## config.mk

```make
export PLATFORM = sky130hd
export DESIGN_NAME = hiLoStage
export DESIGN_NICKNAME = d
export VERILOG_FILES = /design/src/rtl/aluPkg.sv /design/src/rtl/hiLoStage.sv
export VERILOG_INCLUDE_DIRS = /design/src /design/src/rtl
export SDC_FILE = /design/constraint.sdc
export NUM_CORES = 1
export LEC_CHECK = 0
export ABC_AREA = 1
export BUFFER_PORTS_ARGS = -buffer_cell sky130_fd_sc_hd__buf_4
export CAP_MARGIN = 20
export CELL_PAD_IN_SITES_DETAIL_PLACEMENT = 0
export CELL_PAD_IN_SITES_GLOBAL_PLACEMENT = 1
export CORE_ASPECT_RATIO = 1.75
export CORE_MARGIN = 10
export CORE_UTILIZATION = 35
export DETAILED_ROUTE_END_ITERATION = 8
export HOLD_SLACK_MARGIN = 0.1
export PLACE_DENSITY_LB_ADDON = 0.1
export RECOVER_POWER = 100
export SLEW_MARGIN = 20
export SYNTH_ARGS = -nofsm -noshare
export SYNTH_HDL_FRONTEND = slang
export SYNTH_SLANG_ARGS = --single-unit
```

## constraint.sdc

```tcl
create_clock -name clk -period 1.1 [get_ports clk]
set_input_delay 0.055 -clock clk [delete_from_list [all_inputs] [get_ports clk]]
set_output_delay 0.055 -clock clk [all_outputs]
set_load 0.02 [all_outputs]
```

## src/rtl/alu_cfg.svh

```systemverilog
`ifndef ALU_CFG_SVH
`define ALU_CFG_SVH

// Operand, result, HI and LO width.
`define ALU_DATA_W 32

// Shift amount, wide enough for any shift of a data word.
`define ALU_SHAMT_W 5

// Operation code width.
`define ALU_OP_W 5

// Branch-kind code width.
`define ALU_BFLAG_W 3

`endif

```

## src/rtl/aluPkg.sv

```systemverilog
`include "alu_cfg.svh"

package aluPkg;

    typedef logic [`ALU_DATA_W-1:0]  dataWord;
    typedef logic [`ALU_SHAMT_W-1:0] shamtWord;
    typedef logic [`ALU_BFLAG_W-1:0] bflagWord;

    // Operation codes, numbered as in the ALU control field.
    typedef enum logic [`ALU_OP_W-1:0] {
        OpAdd   = 0,
        OpSub   = 1,
        OpMultS = 2,
        OpMultU = 3,
        OpDivS  = 4,
        OpDivU  = 5,
        OpAnd   = 6,
        OpOr    = 7,
        OpXor   = 8,
        OpSll   = 9,
        OpSllv  = 10,
        OpSrl   = 11,
        OpSrlv  = 12,
        OpSra   = 13,
        OpSrav  = 14,
        OpEq    = 15,  // First compare; bflag counts from here.
        OpGez   = 16,
        OpGz    = 17,
        OpLez   = 18,
        OpLz    = 19,
        OpNe    = 20
    } aluOp;

    // Branch kind reported by every operation that is not a compare.
    localparam bflagWord BflagNone = bflagWord'(7);

endpackage

```

## src/rtl/hiLoStage.sv

```systemverilog
`timescale 1ns/1ps

module hiLoStage
    import aluPkg::*;
(
    input  logic     clk,
    input  logic     rstN,
    input  logic     s2Valid,
    input  dataWord  s2Result,
    input  dataWord  s2Lo,
    input  dataWord  s2Hi,
    input  bflagWord s2Bflag,
    input  logic     s2WritesHiLo,
    output logic     outValid,
    output dataWord  result,
    output dataWord  lo,
    output dataWord  hi,
    output bflagWord bflag
);

    logic hiLoWrite;

    // Only multiply and divide touch the architectural HI/LO pair.
    assign hiLoWrite = s2Valid && s2WritesHiLo;

    always_ff @(posedge clk or negedge rstN) begin
        if (!rstN) begin
            outValid <= 1'b0;
        end else begin
            outValid <= s2Valid;
        end
    end

    always_ff @(posedge clk or negedge rstN) begin
        if (!rstN) begin
            hi <= '0;
            lo <= '0;
        end else if (hiLoWrite) begin
            hi <= s2Hi;
            lo <= s2Lo;
        end
    end

    // Result and branch kind hold their last value between operations.
    always_ff @(posedge clk or negedge rstN) begin
        if (!rstN) begin
            result <= '0;
            bflag  <= '0;
        end else if (s2Valid) begin
            result <= s2Result;
            bflag  <= s2Bflag;
        end
    end

endmodule

```

==> run_results.csv <==
group,metric,value,unit
clock_tree,clock-sinks,100,
layout,drive_gt1_share,30.21,%
power,powerDensity,1474,nW/um2
logic_synthesis,synthDistinctLibCells,10,
worst_hold_path,min_path_cells,4,
logic_synthesis,synthTopCellsByArea,"dfrtp_1 63%, nand2_1 15%, nand3_1 8.1%",
grt,grt_pass1_wl,21.43,mm
worst_setup_path,path_cells,"clkbuf_1",
grt,grt_antenna_before_repair,0,
detailed_routing,dr.first_iter.drc_count,138,
logic_synthesis,ys_warn_count,0,
detailed_routing,via_per_inst,4.433,
detailed_routing,dr.pass1.iters,4,
job,maxCapViolCount,0,
clock_tree,cts_resized,0,
grt,grt_pass1_vias,4056,
die,fp.dieW,100.3,um
power,ir_worst_vdd,0.8766,mV
logic_synthesis,synth-edff-count,0,
logic_synthesis,yosys.area_share.xor_xnor,0,%
logic_synthesis,synth.most_common_cell,"nand2_1",
logic_synthesis,post-synth-top-area-cell,"dfrtp_1",
logic_synthesis,ys_seq_area_share,63.31,%
sta,period_needed,0.9844,ns
grt,grt.total_usage,16.39,%
power,seqPwrFrac,44.2,%
sta,finalCritPeriodShare,89.49,%
clock_tree,insertion_delay,0.33,ns
sta,slew_viol_final,0,
sta,setup_tns,0,ns
die,top_level_ports,203,
power,leakagePower,3.573,nW
clock_tree,cts_tree,"yes",
power,switching_share,30.00,%
power,total_power,9.744,mW
worst_setup_path,cp_num_cells,1,
worst_setup_path,path_buf_inv,1,
logic_synthesis,synthTopCellsByCount,"163 x nand2_1, 100 x dfrtp_1, 64 x nand3_1",
die,rows,51,
power,combPwrFrac,23.2,%
worst_setup_path,critPathKind,"flip-flop to output port",
power,power_frac_clock,32.6,%
outcome,status,"finished clean",
placement,dpl.cell_count,741,
sta,finalHoldViolations,0,
sta,worst_pin_slew,0.7522,ns
power,switchingPower,2.923,mW
logic_synthesis,ys_ff_latch,100,
detailed_routing,drt_wl_total,13.29,mm
grt,grt_max_degree,73,
logic_synthesis,syn_inst,426,
logic_synthesis,netlist_area,3953,um2
placement,dp_hpwl,9.436,mm
logic_synthesis,synthAdderAreaFrac,0,%
logic_synthesis,syn_nets,529,
logic_synthesis,synth-compound-area-share,4.432,%
logic_synthesis,async_flop_share,100.0,%
layout,finalNonFillerCells,857,
placement,io_buffers,202,
die,die-area,16110,um2
clock_tree,ctsLongestPathBuffers,2,
layout,area_delta_synth_final,67.27,%
clock_tree,numCtsBuffers,9,
sta,clock_skew,0,ns
die,start_util,35.60,%
worst_setup_path,required,1.04,ns
clock_tree,path_clk_slew,0.07,ns
sta,slew_headroom,49.85,%
power,intPower,6.821,mW
logic_synthesis,synth_top_family_by_area,"simple AND/OR/NAND/NOR gates",
worst_setup_path,cp_top_family,"flip-flops",
clock_tree,htreeDepth,3,
detailed_routing,drc,0,
detailed_routing,vias,3799,
clock_tree,cts_root_buf,"clkbuf_16",
logic_synthesis,synth_mux_area_share,0,%
die,die_y,160.6,um
detailed_routing,drt-wirelength-per-cell,15.50,um
worst_hold_path,hp-class,"input port to flip-flop",
grt,grt-ovfl-total,0,
logic_synthesis,synth.avg_cell_area,9.278,um2
worst_setup_path,crit_arrival,0.93,ns
worst_setup_path,cp_slowest_cell,"dfrtp_1",
worst_setup_path,r2r_cells,2,
placement,gp_congestion,0.7259,
sta,finalSetupViolCount,0,
detailed_routing,ant_nets,0,
worst_setup_path,slowest_delay,0.34,ns
worst_setup_path,worstSetupStartpointType,"flip-flop",
die,core_area,11100,um2
sta,clock.fmax,1016,MHz
logic_synthesis,synth_simple_gate_area_share,23.87,%
sta,rsz0062_at_grt,"no",
worst_setup_path,critPathMaxFanout,2,
layout,nets,823,
logic_synthesis,synthFlopType,"dfrtp_1",
layout,n_antenna_cell,0,
logic_synthesis,netlist.area_leader.share,63.31,%
worst_setup_path,critPathCaptureType,"output port",
-- area by class of cell --
type / instances / area (um2)
well taps: 132 / 165.2
fillers: 1046 / 4492
repair buffers: 311 / 2392
clock inverters: 6 / 72.57
clock buffers: 10 / 229.0
multi-input cells: 263 / 1119
inverters: 35 / 131.4
flip-flops and latches: 100 / 2502
-- timing repair --
action,4_1_cts,5_1_grt
hold buffers,100,0
endpoints found under the hold margin,199,0
setup buffers,0,0
-- power by group through the flow --
stage / clock [mW] / combinational (mW) / sequential, mW
CTS: 3.32 / 2.60 / 4.31
floorplan: 0 / 0.523 / 4.88
finish: 3.18 / 2.26 / 4.30
global route: 3.45 / 2.49 / 4.36
global placement: 0 / 2.27 / 4.36
detailed placement: 0 / 2.30 / 4.38
-- stage by stage --
stage	hold WS (ns)	utilization [%]	setup WS [ns]	area, um2
after floorplan	-0.2406	-	0.4038	3953
after global placement	-0.05352	50.34	0.3078	5589
after detailed placement	-0.05271	50.34	0.3024	5589
after CTS	0.1000	62.07	0.1262	6892
after global routing	0.1825	59.54	0.06533	6611
final	0.1812	59.54	0.1156	6611
-- layout by cell type (no fill, tap or decap) --
cell type / Yosys / final
bufinv_16: 0 / 1
nand2_1: 163 / 163
dlygate4sd3_1: 0 / 100
buf_4: 8 / 74
nand3_1: 64 / 64
nand2_4: 1 / 1
clkinvlp_4: 0 / 1
clkbuf_1: 3 / 9
clkbuf_4: 0 / 28
clkinv_4: 0 / 2
inv_6: 0 / 2
buf_12: 0 / 6
clkbuf_16: 0 / 9
dfrtp_1: 100 / 100
o21ai_0: 0 / 30
inv_1: 35 / 35
clkbuf_2: 0 / 95
o21ai_1: 35 / 5
-- kinds of logic (layout without fill, tap and decap cells) --
family	Yosys count	after routing
simple gates	228	228
flops	100	100
buf+inv	63	362
compound gates	35	35
-- path summary, 6_finish.rpt --
check / from / end / slack (ns)
min in group asynchronous: rstN / hi[26]$_DFFE_PN0P_ / 0.22
hold reg to reg: hi[17]$_DFFE_PN0P_ / hi[17]$_DFFE_PN0P_ / 0.47
setup reg to reg: result[15]$_DFFE_PN0P_ / result[15]$_DFFE_PN0P_ / 0.44
max in group asynchronous: rstN / hi[17]$_DFFE_PN0P_ / 0.26
hold / removal: s2WritesHiLo / hi[13]$_DFFE_PN0P_ / 0.18
setup / recovery: hi[15]$_DFFE_PN0P_ / hi[15] / 0.12
-- state kept, by name, summed over array words and instances (netlist names) --
| signal | cells |
|---|---|
| result | 32 |
| outValid | 1 |
| lo | 32 |
| bflag | 3 |
| hi | 32 |
-- layer usage --
metal | track usage [%] | share of wire, %
met4 | 5.742 | 2.3
met5 | 0 | 0
met3 | 5.713 | 7.8
met2 | 27.52 | 51
met1 | 18.61 | 39
(Power assumes the default switching activity.)
