===== src/rtl/alu_cfg.svh =====
`ifndef ALU_CFG_SVH
`define ALU_CFG_SVH

// Operand, result, HI and LO width.
`define ALU_DATA_W 32

// Shift amount, wide enough for any shift of a data word.
`define ALU_SHAMT_W 5

// Operation code width.
`define ALU_OP_W 5

// Branch-kind code width.
`define ALU_BFLAG_W 3

`endif


===== src/rtl/aluPkg.sv =====
`include "alu_cfg.svh"

package aluPkg;

    typedef logic [`ALU_DATA_W-1:0]  dataWord;
    typedef logic [`ALU_SHAMT_W-1:0] shamtWord;
    typedef logic [`ALU_BFLAG_W-1:0] bflagWord;

    // Operation codes, numbered as in the ALU control field.
    typedef enum logic [`ALU_OP_W-1:0] {
        OpAdd   = 0,
        OpSub   = 1,
        OpMultS = 2,
        OpMultU = 3,
        OpDivS  = 4,
        OpDivU  = 5,
        OpAnd   = 6,
        OpOr    = 7,
        OpXor   = 8,
        OpSll   = 9,
        OpSllv  = 10,
        OpSrl   = 11,
        OpSrlv  = 12,
        OpSra   = 13,
        OpSrav  = 14,
        OpEq    = 15,  // First compare; bflag counts from here.
        OpGez   = 16,
        OpGz    = 17,
        OpLez   = 18,
        OpLz    = 19,
        OpNe    = 20
    } aluOp;

    // Branch kind reported by every operation that is not a compare.
    localparam bflagWord BflagNone = bflagWord'(7);

endpackage


===== src/rtl/operandStage.sv =====
`timescale 1ns/1ps
`include "alu_cfg.svh"

module operandStage
    import aluPkg::*;
(
    input  logic     clk,
    input  logic     rstN,
    input  logic     issue,
    input  aluOp     op,
    input  dataWord  rs,
    input  dataWord  rt,
    input  shamtWord shift,
    output logic     s1Valid,
    output aluOp     s1Op,
    output dataWord  s1Rs,
    output dataWord  s1Rt,
    output shamtWord s1Shamt
);

    logic     variableShift;
    shamtWord shamtSel;

    // Variable shifts take their amount from the low bits of rt.
    assign variableShift = (op == OpSllv) || (op == OpSrlv) || (op == OpSrav);
    assign shamtSel      = variableShift ? rt[`ALU_SHAMT_W-1:0] : shift;

    always_ff @(posedge clk or negedge rstN) begin
        if (!rstN) begin
            s1Valid <= 1'b0;
        end else begin
            s1Valid <= issue;
        end
    end

    // Operands only move when something is issued.
    always_ff @(posedge clk) begin
        if (issue) begin
            s1Op    <= op;
            s1Rs    <= rs;
            s1Rt    <= rt;
            s1Shamt <= shamtSel;
        end
    end

endmodule


===== config.mk =====
export PLATFORM = sky130hd
export DESIGN_NAME = operandStage
export DESIGN_NICKNAME = d
export VERILOG_FILES = /design/src/rtl/aluPkg.sv /design/src/rtl/operandStage.sv
export VERILOG_INCLUDE_DIRS = /design/src /design/src/rtl
export SDC_FILE = /design/constraint.sdc
export NUM_CORES = 1
export LEC_CHECK = 0
export BUFFER_PORTS_ARGS = -buffer_cell sky130_fd_sc_hd__buf_2
export CORE_AREA = 2 2 79 81
export DETAILED_ROUTE_END_ITERATION = 10
export DIE_AREA = 0 0 81 83
export GPL_TIMING_DRIVEN = 0
export PLACE_DENSITY = 0.85
export SETUP_SLACK_MARGIN = 0.3
export SLEW_MARGIN = 0
export SYNTH_ARGS = -nofsm -noshare
export SYNTH_HDL_FRONTEND = slang
export SYNTH_SLANG_ARGS = --single-unit

===== constraint.sdc =====
create_clock -name clk -period 0.8 [get_ports clk]
set_input_delay 0.04 -clock clk [delete_from_list [all_inputs] [get_ports clk]]
set_output_delay 0.04 -clock clk [all_outputs]
set_load 0.05 [all_outputs]

==> results of run 1 <==
## routing by layer
layer	up-vias	GRT usage, %	share of wire [%]
met5	-	0	0.12
met4	2	7.86	0.82
met3	8	9.67	12
met2	92	30.8	54
met1	697	17.6	33
li1	662	-	-
## kinds of logic (layout without fill, tap and decap cells)
kind of cell | count (synthesis) | in the layout | share of synthesized area, %
buffers and inverters | 0 | 170 | 0
flip-flops | 75 | 75 | 96.4
AND/OR/NAND/NOR | 2 | 2 | 1.18
multiplexers | 5 | 5 | 2.42
## per-stage QoR
stage / instances / hold slack [ps] / total power, mW
floorplan: 82 / -256 / 5.96
global placement: 308 / -184 / 6.48
detailed placement: 308 / -185 / 6.51
CTS: 327 / -143 / 9.85
global route: 327 / -143 / 10.2
finish: 327 / -124 / 9.83
## final cells by class
type | count | area share, %
clock inverters | 5 | 1.55
flip-flops and latches | 75 | 56.8
multi-input cells | 7 | 2.78
clock buffers | 11 | 3.57
repair buffers | 154 | 33.0
well taps | 75 | 2.37
## path summary, 6_finish.rpt
kind / cells past startpoint / from / end
max in group asynchronous: 2 / rstN / s1Valid$_DFF_PN0_
max: 1 / s1Rs[8]$_DFFE_PP_ / s1Rs[8]
min: 1 / rt[28] / s1Rt[28]$_DFFE_PP_
min in group asynchronous: 2 / rstN / s1Valid$_DFF_PN0_
## synthesized netlist by cell type (all sizes together)
master,instances,area (µm²)
dfrtp,1,25.0
nor4b,1,23.8
mux2,5,56.3
edfxtp,74,2220
nor2,1,3.75
## power by group through the flow
stage                     registers [mW]  clock network, mW  logic [mW]
final                               4.82               2.90        2.11
after global routing                4.85               3.13        2.18
after CTS                           4.82               2.95        2.09
after detailed placement            4.82                  0        1.69
after global placement              4.81                  0        1.66
after floorplan                     5.93                  0      0.0275
## cells in the final DEF, fill, tap and decap left out
cell type	n
buf_12	1
clkinvlp_4	3
inv_6	1
clkbuf_1	1
buf_6	77
edfxtp_1	74
mux2_4	5
bufinv_16	1
clkbuf_8	10
dfrtp_2	1
buf_2	71
buf_4	1
nor2_4	1
dlygate4sd3_1	1
buf_8	3
nor4b_4	1
## registers in the layout, indices dropped and copies added (netlist names)
register	count
s1Valid	1
s1Op	5
s1Rs	32
s1Rt	32
s1Shamt	5
## repair_timing
| item | in CTS | in global routing |
|---|---|---|
| setup endpoints to repair | 155 | 154 |
| pin swaps | 1 | 2 |
| setup buffers | 2 | 0 |
| endpoints found under the hold margin | 75 | 71 |
| resized for setup | 163 | 8 |
==> impl_metrics.yaml, run 1 <==
clock_network:
  htreeDepth: 3
  cts_sinks: 75
  hold_buffers: 1
  ctsRootBufferMaster: "clkbuf_8"
  clockBufferDepth: 2
  cts_tree: "built"
  clk_pin_slew_ps: 80
  cts_buffers: 9
sta:
  fin_setup_tns_ps: -9810
  fmax_mhz: 1030
  fin_ws_ps: -172
  finalMaxSlewViolations: 0
  holdWs_ps: -124
  grt_setup_unrepaired: "true"
  period_needed_ps: 972
  fin_crit_sh_pct: 122
  tightestPinTransition_ps: 386
  hold_viol: 69
  setup-violations-final: 80
  max-slew-margin-rel_pct: 74.3
floorplanning:
  die_h_um: 83
  dieWidth_um: 81
  pin_count: 152
  core_um2: 5820
  rows: 28
  start_util_pct: 40.1
  die_area_um2: 6720
synth:
  synth_area_um2: 2330
  synth.avg_cell_area_um2: 28.4
  ys_ff_latch: 75
  synth.distinct_cells: 5
  ys_seq_area_share_pct: 96.4
  yosys_warnings: 0
  netlist_instances: 82
  syn_nets: 159
setup_path:
  path_cells: "buf_6"
  worstPathBufferInverterCount: 1
  cp_top_family: "flip-flops"
  endpoint_kind: "output pin"
  path_class: "reg -> out"
  worstPathRequired_ps: 760
  cp.arrival_ps: 930
  critPathMaxFanout: 1
  critical_path.max_stage_delay_ps: 420
  start_kind: "flip-flop"
  slowest_stage: "edfxtp_1"
power_and_ir_drop:
  p_leak_nw: 1.66
  p_seq_share_pct: 49.0
  ir_drop_mv: 1.85
  clkPwrFrac_pct: 29.5
  comb_power_share_pct: 21.4
  powerDensity_nw_per_um2: 2480
  sw_frac_of_total_pct: 29.2
  switching_power_mw: 2.87
  intPower_mw: 6.96
detailed_routing:
  via_per_inst: 4.47
  dr.pass1.iters: 4
  final_antenna_net_count: 0
  vias: 1461
  drt_iter0_markers: 75
  wl_per_cell_um: 17.9
  drc: 0
  drt-total-wl_um: 5870
global_routing:
  grt_pass1_wl_um: 8580
  grt_antenna_before_repair: 1
  grt_pass1_vias: 1649
  grt_usage_pct: 18.0
  grt_overflow: 0
  grt_start_max_net_pins: 76
layout:
  fill_cells: 406
  layout-drive-gt1-share_pct: 69.8
  multi_input_area_um2: 110
  area_growth_pct: 69.9
  regArea_um2: 2250
  final_util_pct: 68.1
  stdcell_area_um2: 3960
  nets: 324
  diodes: 0
run_status:
  violations: "hold timing, setup timing"
  outcome: "complete, but fails checks"
hold_path:
  min-delay-path-class: "in -> reg"
place:
  place_area_um2: 3180
  portBuffers: 151
  dpl_worst_slack_ps: -426
  routabilityCongestion: 0.715
run:
  drv_cap: 0
No activity file was read; power rests on OpenSTA's default activity.
==> run 2, diff against run 1 <==
--- a/config.mk
+++ b/config.mk
@@ -10,7 +10,7 @@
 export CORE_AREA = 2 2 79 81
 export DETAILED_ROUTE_END_ITERATION = 10
 export DIE_AREA = 0 0 81 83
-export GPL_TIMING_DRIVEN = 0
+export MAX_ROUTING_LAYER = met4
 export PLACE_DENSITY = 0.85
 export SETUP_SLACK_MARGIN = 0.3
 export SLEW_MARGIN = 0
==> run 2 against run 1 <==
Compared with the run above: the flow still finishes with violations (hold timing, setup timing); clock-buffer cell count is the same; flip-flop and latch count unchanged; non-clock buffer count increased by 4; critical path depth stayed put; combinational power hardly changed; sequential share of layout area up 0.23 points; worst hold slack worse by 3.9 ps; clock power shrank 16%; via count is 2.8% higher; cell area is 0.41% lower; final cell count grew 1.5%; largest cell class unchanged; die area unchanged.
==> impl_metrics.yaml, run 2 (synthesis gave the netlist of run 1 again) <==
run_status:
  outcome: "complete, but fails checks"
  violations: "hold timing, setup timing"
clock_network:
  cts_buffers: 9
  cts_tree: "built"
  clockBufferDepth: 2
  cts_sinks: 75
  htreeDepth: 3
  clk_pin_slew_ps: 80
  ctsRootBufferMaster: "clkbuf_8"
  hold_buffers: 1
setup_path:
  cp_top_family: "flip-flops"
  worstPathBufferInverterCount: 1
  critPathMaxFanout: 1
  path_cells: "buf_6"
  endpoint_kind: "output pin"
  start_kind: "flip-flop"
  worstPathRequired_ps: 760
  slowest_stage: "edfxtp_1"
  critical_path.max_stage_delay_ps: 440
  startpoint: "s1Shamt[2]$_DFFE_PP_"
  path_class: "reg -> out"
  crit_cells: 1
  cp.arrival_ps: 960
  critPathCapture: "s1Shamt[2]"
sta:
  fin_ws_ps: -196
  fmax_mhz: 1000
  fin_setup_tns_ps: -9770
  setup-violations-final: 80
  max-slew-margin-rel_pct: 85.4
  tightestPinTransition_ps: 217
  period_needed_ps: 996
  fin_crit_sh_pct: 125
  holdWs_ps: -128
  finalMaxSlewViolations: 0
  grt_setup_unrepaired: "true"
  hold_viol: 69
layout:
  multi_input_area_um2: 105
  area_growth_pct: 69.2
  final_cell_mix: "buf_6, edfxtp_1, buf_2, clkbuf_8, mux2_4"
  reg_top3: "s1Rs: 32 flops, s1Rt: 32 flops"
  layout-drive-gt1-share_pct: 69.9
  stdcell_area_um2: 3940
  final_common_cell: "buf_6"
  fill_cells: 399
  regArea_um2: 2250
  nets: 328
hold_path:
  min-delay-path-class: "in -> reg"
  worstHoldStart: "rt[27]"
  hold_depth: 1
global_routing:
  use_met1_pct: 19.3
  grt_overflow: 0
  grt_util_met2_pct: 30.9
  use_met3_pct: 9.13
  top_usage_layer: "met2"
  grt_start_max_net_pins: 34
  grt_usage_pct: 18.8
  grt_pass1_vias: 1738
  grt_antenna_before_repair: 0
  grt_pass1_wl_um: 8690
detailed_routing:
  vias: 1502
  final_antenna_net_count: 0
  drt-total-wl_um: 5750
  wl_per_cell_um: 17.3
  drc: 0
  dr.pass1.iters: 4
  via_per_inst: 4.52
  drt_iter0_markers: 75
floorplanning:
  dieWidth_um: 81
  pin_count: 152
  start_util_pct: 40.1
  die_area_um2: 6720
  rows: 28
  core_um2: 5820
  die_h_um: 83
place:
  dpl.hpwl_um: 3920
  place_area_um2: 3240
  routabilityCongestion: 0.711
  portBuffers: 151
power_and_ir_drop:
  comb_power_share_pct: 22.6
  clkPwrFrac_pct: 25.9
  ir_drop_mv: 1.35
  p_leak_nw: 1.67
  intPower_mw: 6.55
  switching_power_mw: 2.82
  powerDensity_nw_per_um2: 2370
  sw_frac_of_total_pct: 30.1
  p_seq_share_pct: 51.4
run:
  drv_cap: 0
## run 2: cell types whose count changed in the layout (fill, tap and decap cells not counted), sizes merged
cell	previous run	this run
bufinv	1	0
clkinv	0	4
clkinvlp	3	1
diode	0	1
buf	153	157
inv	1	0
## run 2: worst min path at each step
stage	endpoint	slack (ps)
4_1_cts	s1Rs[6]$_DFFE_PP_	-150
3_5_place_dp	s1Valid$_DFF_PN0_	-180
5_1_grt	s1Rt[27]$_DFFE_PP_	-150
6_report	s1Rt[27]$_DFFE_PP_	-130
3_3_place_gp	s1Valid$_DFF_PN0_	-180
2_1_floorplan	s1Valid$_DFF_PN0_	-260
## run 2: timing repair
| item | CTS | global route |
|---|---|---|
| cloned | 0 | 0 |
| gates resized for setup | 161 | 1 |
| endpoints found under the setup margin | 80 | 80 |
| hold endpoints to repair | 74 | 72 |
| setup buffers | 2 | 0 |
| pin swaps | 1 | 0 |
## run 2: layout make-up
cell class	count	area share, %
Timing Repair Buffer	158	33.8
Antenna cell	1	0.0635
Clock inverter	5	0.793
Multi-Input combinational cell	7	2.66
Sequential cell	75	57.0
Clock buffer	11	3.33
Tap cell	75	2.38
## run 2: stage by stage
stage          std cells  power (mW)  util (%)  setup slack (ps)
6_report             332        9.36      67.8              -196
5_1_grt              331        9.71      67.8              -230
4_1_cts              331        9.42      67.7              -184
3_5_place_dp         312        6.54      55.7              -496
3_3_place_gp         312        6.51      55.7              -397
2_1_floorplan         82        5.96         -              -230
## run 2: power by group through the flow
stage | registers, mW | clock network (mW) | logic [mW]
6_report | 4.81 | 2.43 | 2.12
5_1_grt | 4.85 | 2.68 | 2.19
4_1_cts | 4.81 | 2.48 | 2.12
3_5_place_dp | 4.82 | 0 | 1.72
3_3_place_gp | 4.81 | 0 | 1.70
2_1_floorplan | 5.93 | 0 | 0.0275
## run 2: layer usage
metal / vias up / wire, µm
met1: 720 / 1970
li1: 675 / -
met2: 101 / 3070
met5: - / 0
met3: 6 / 648
met4: 0 / 66
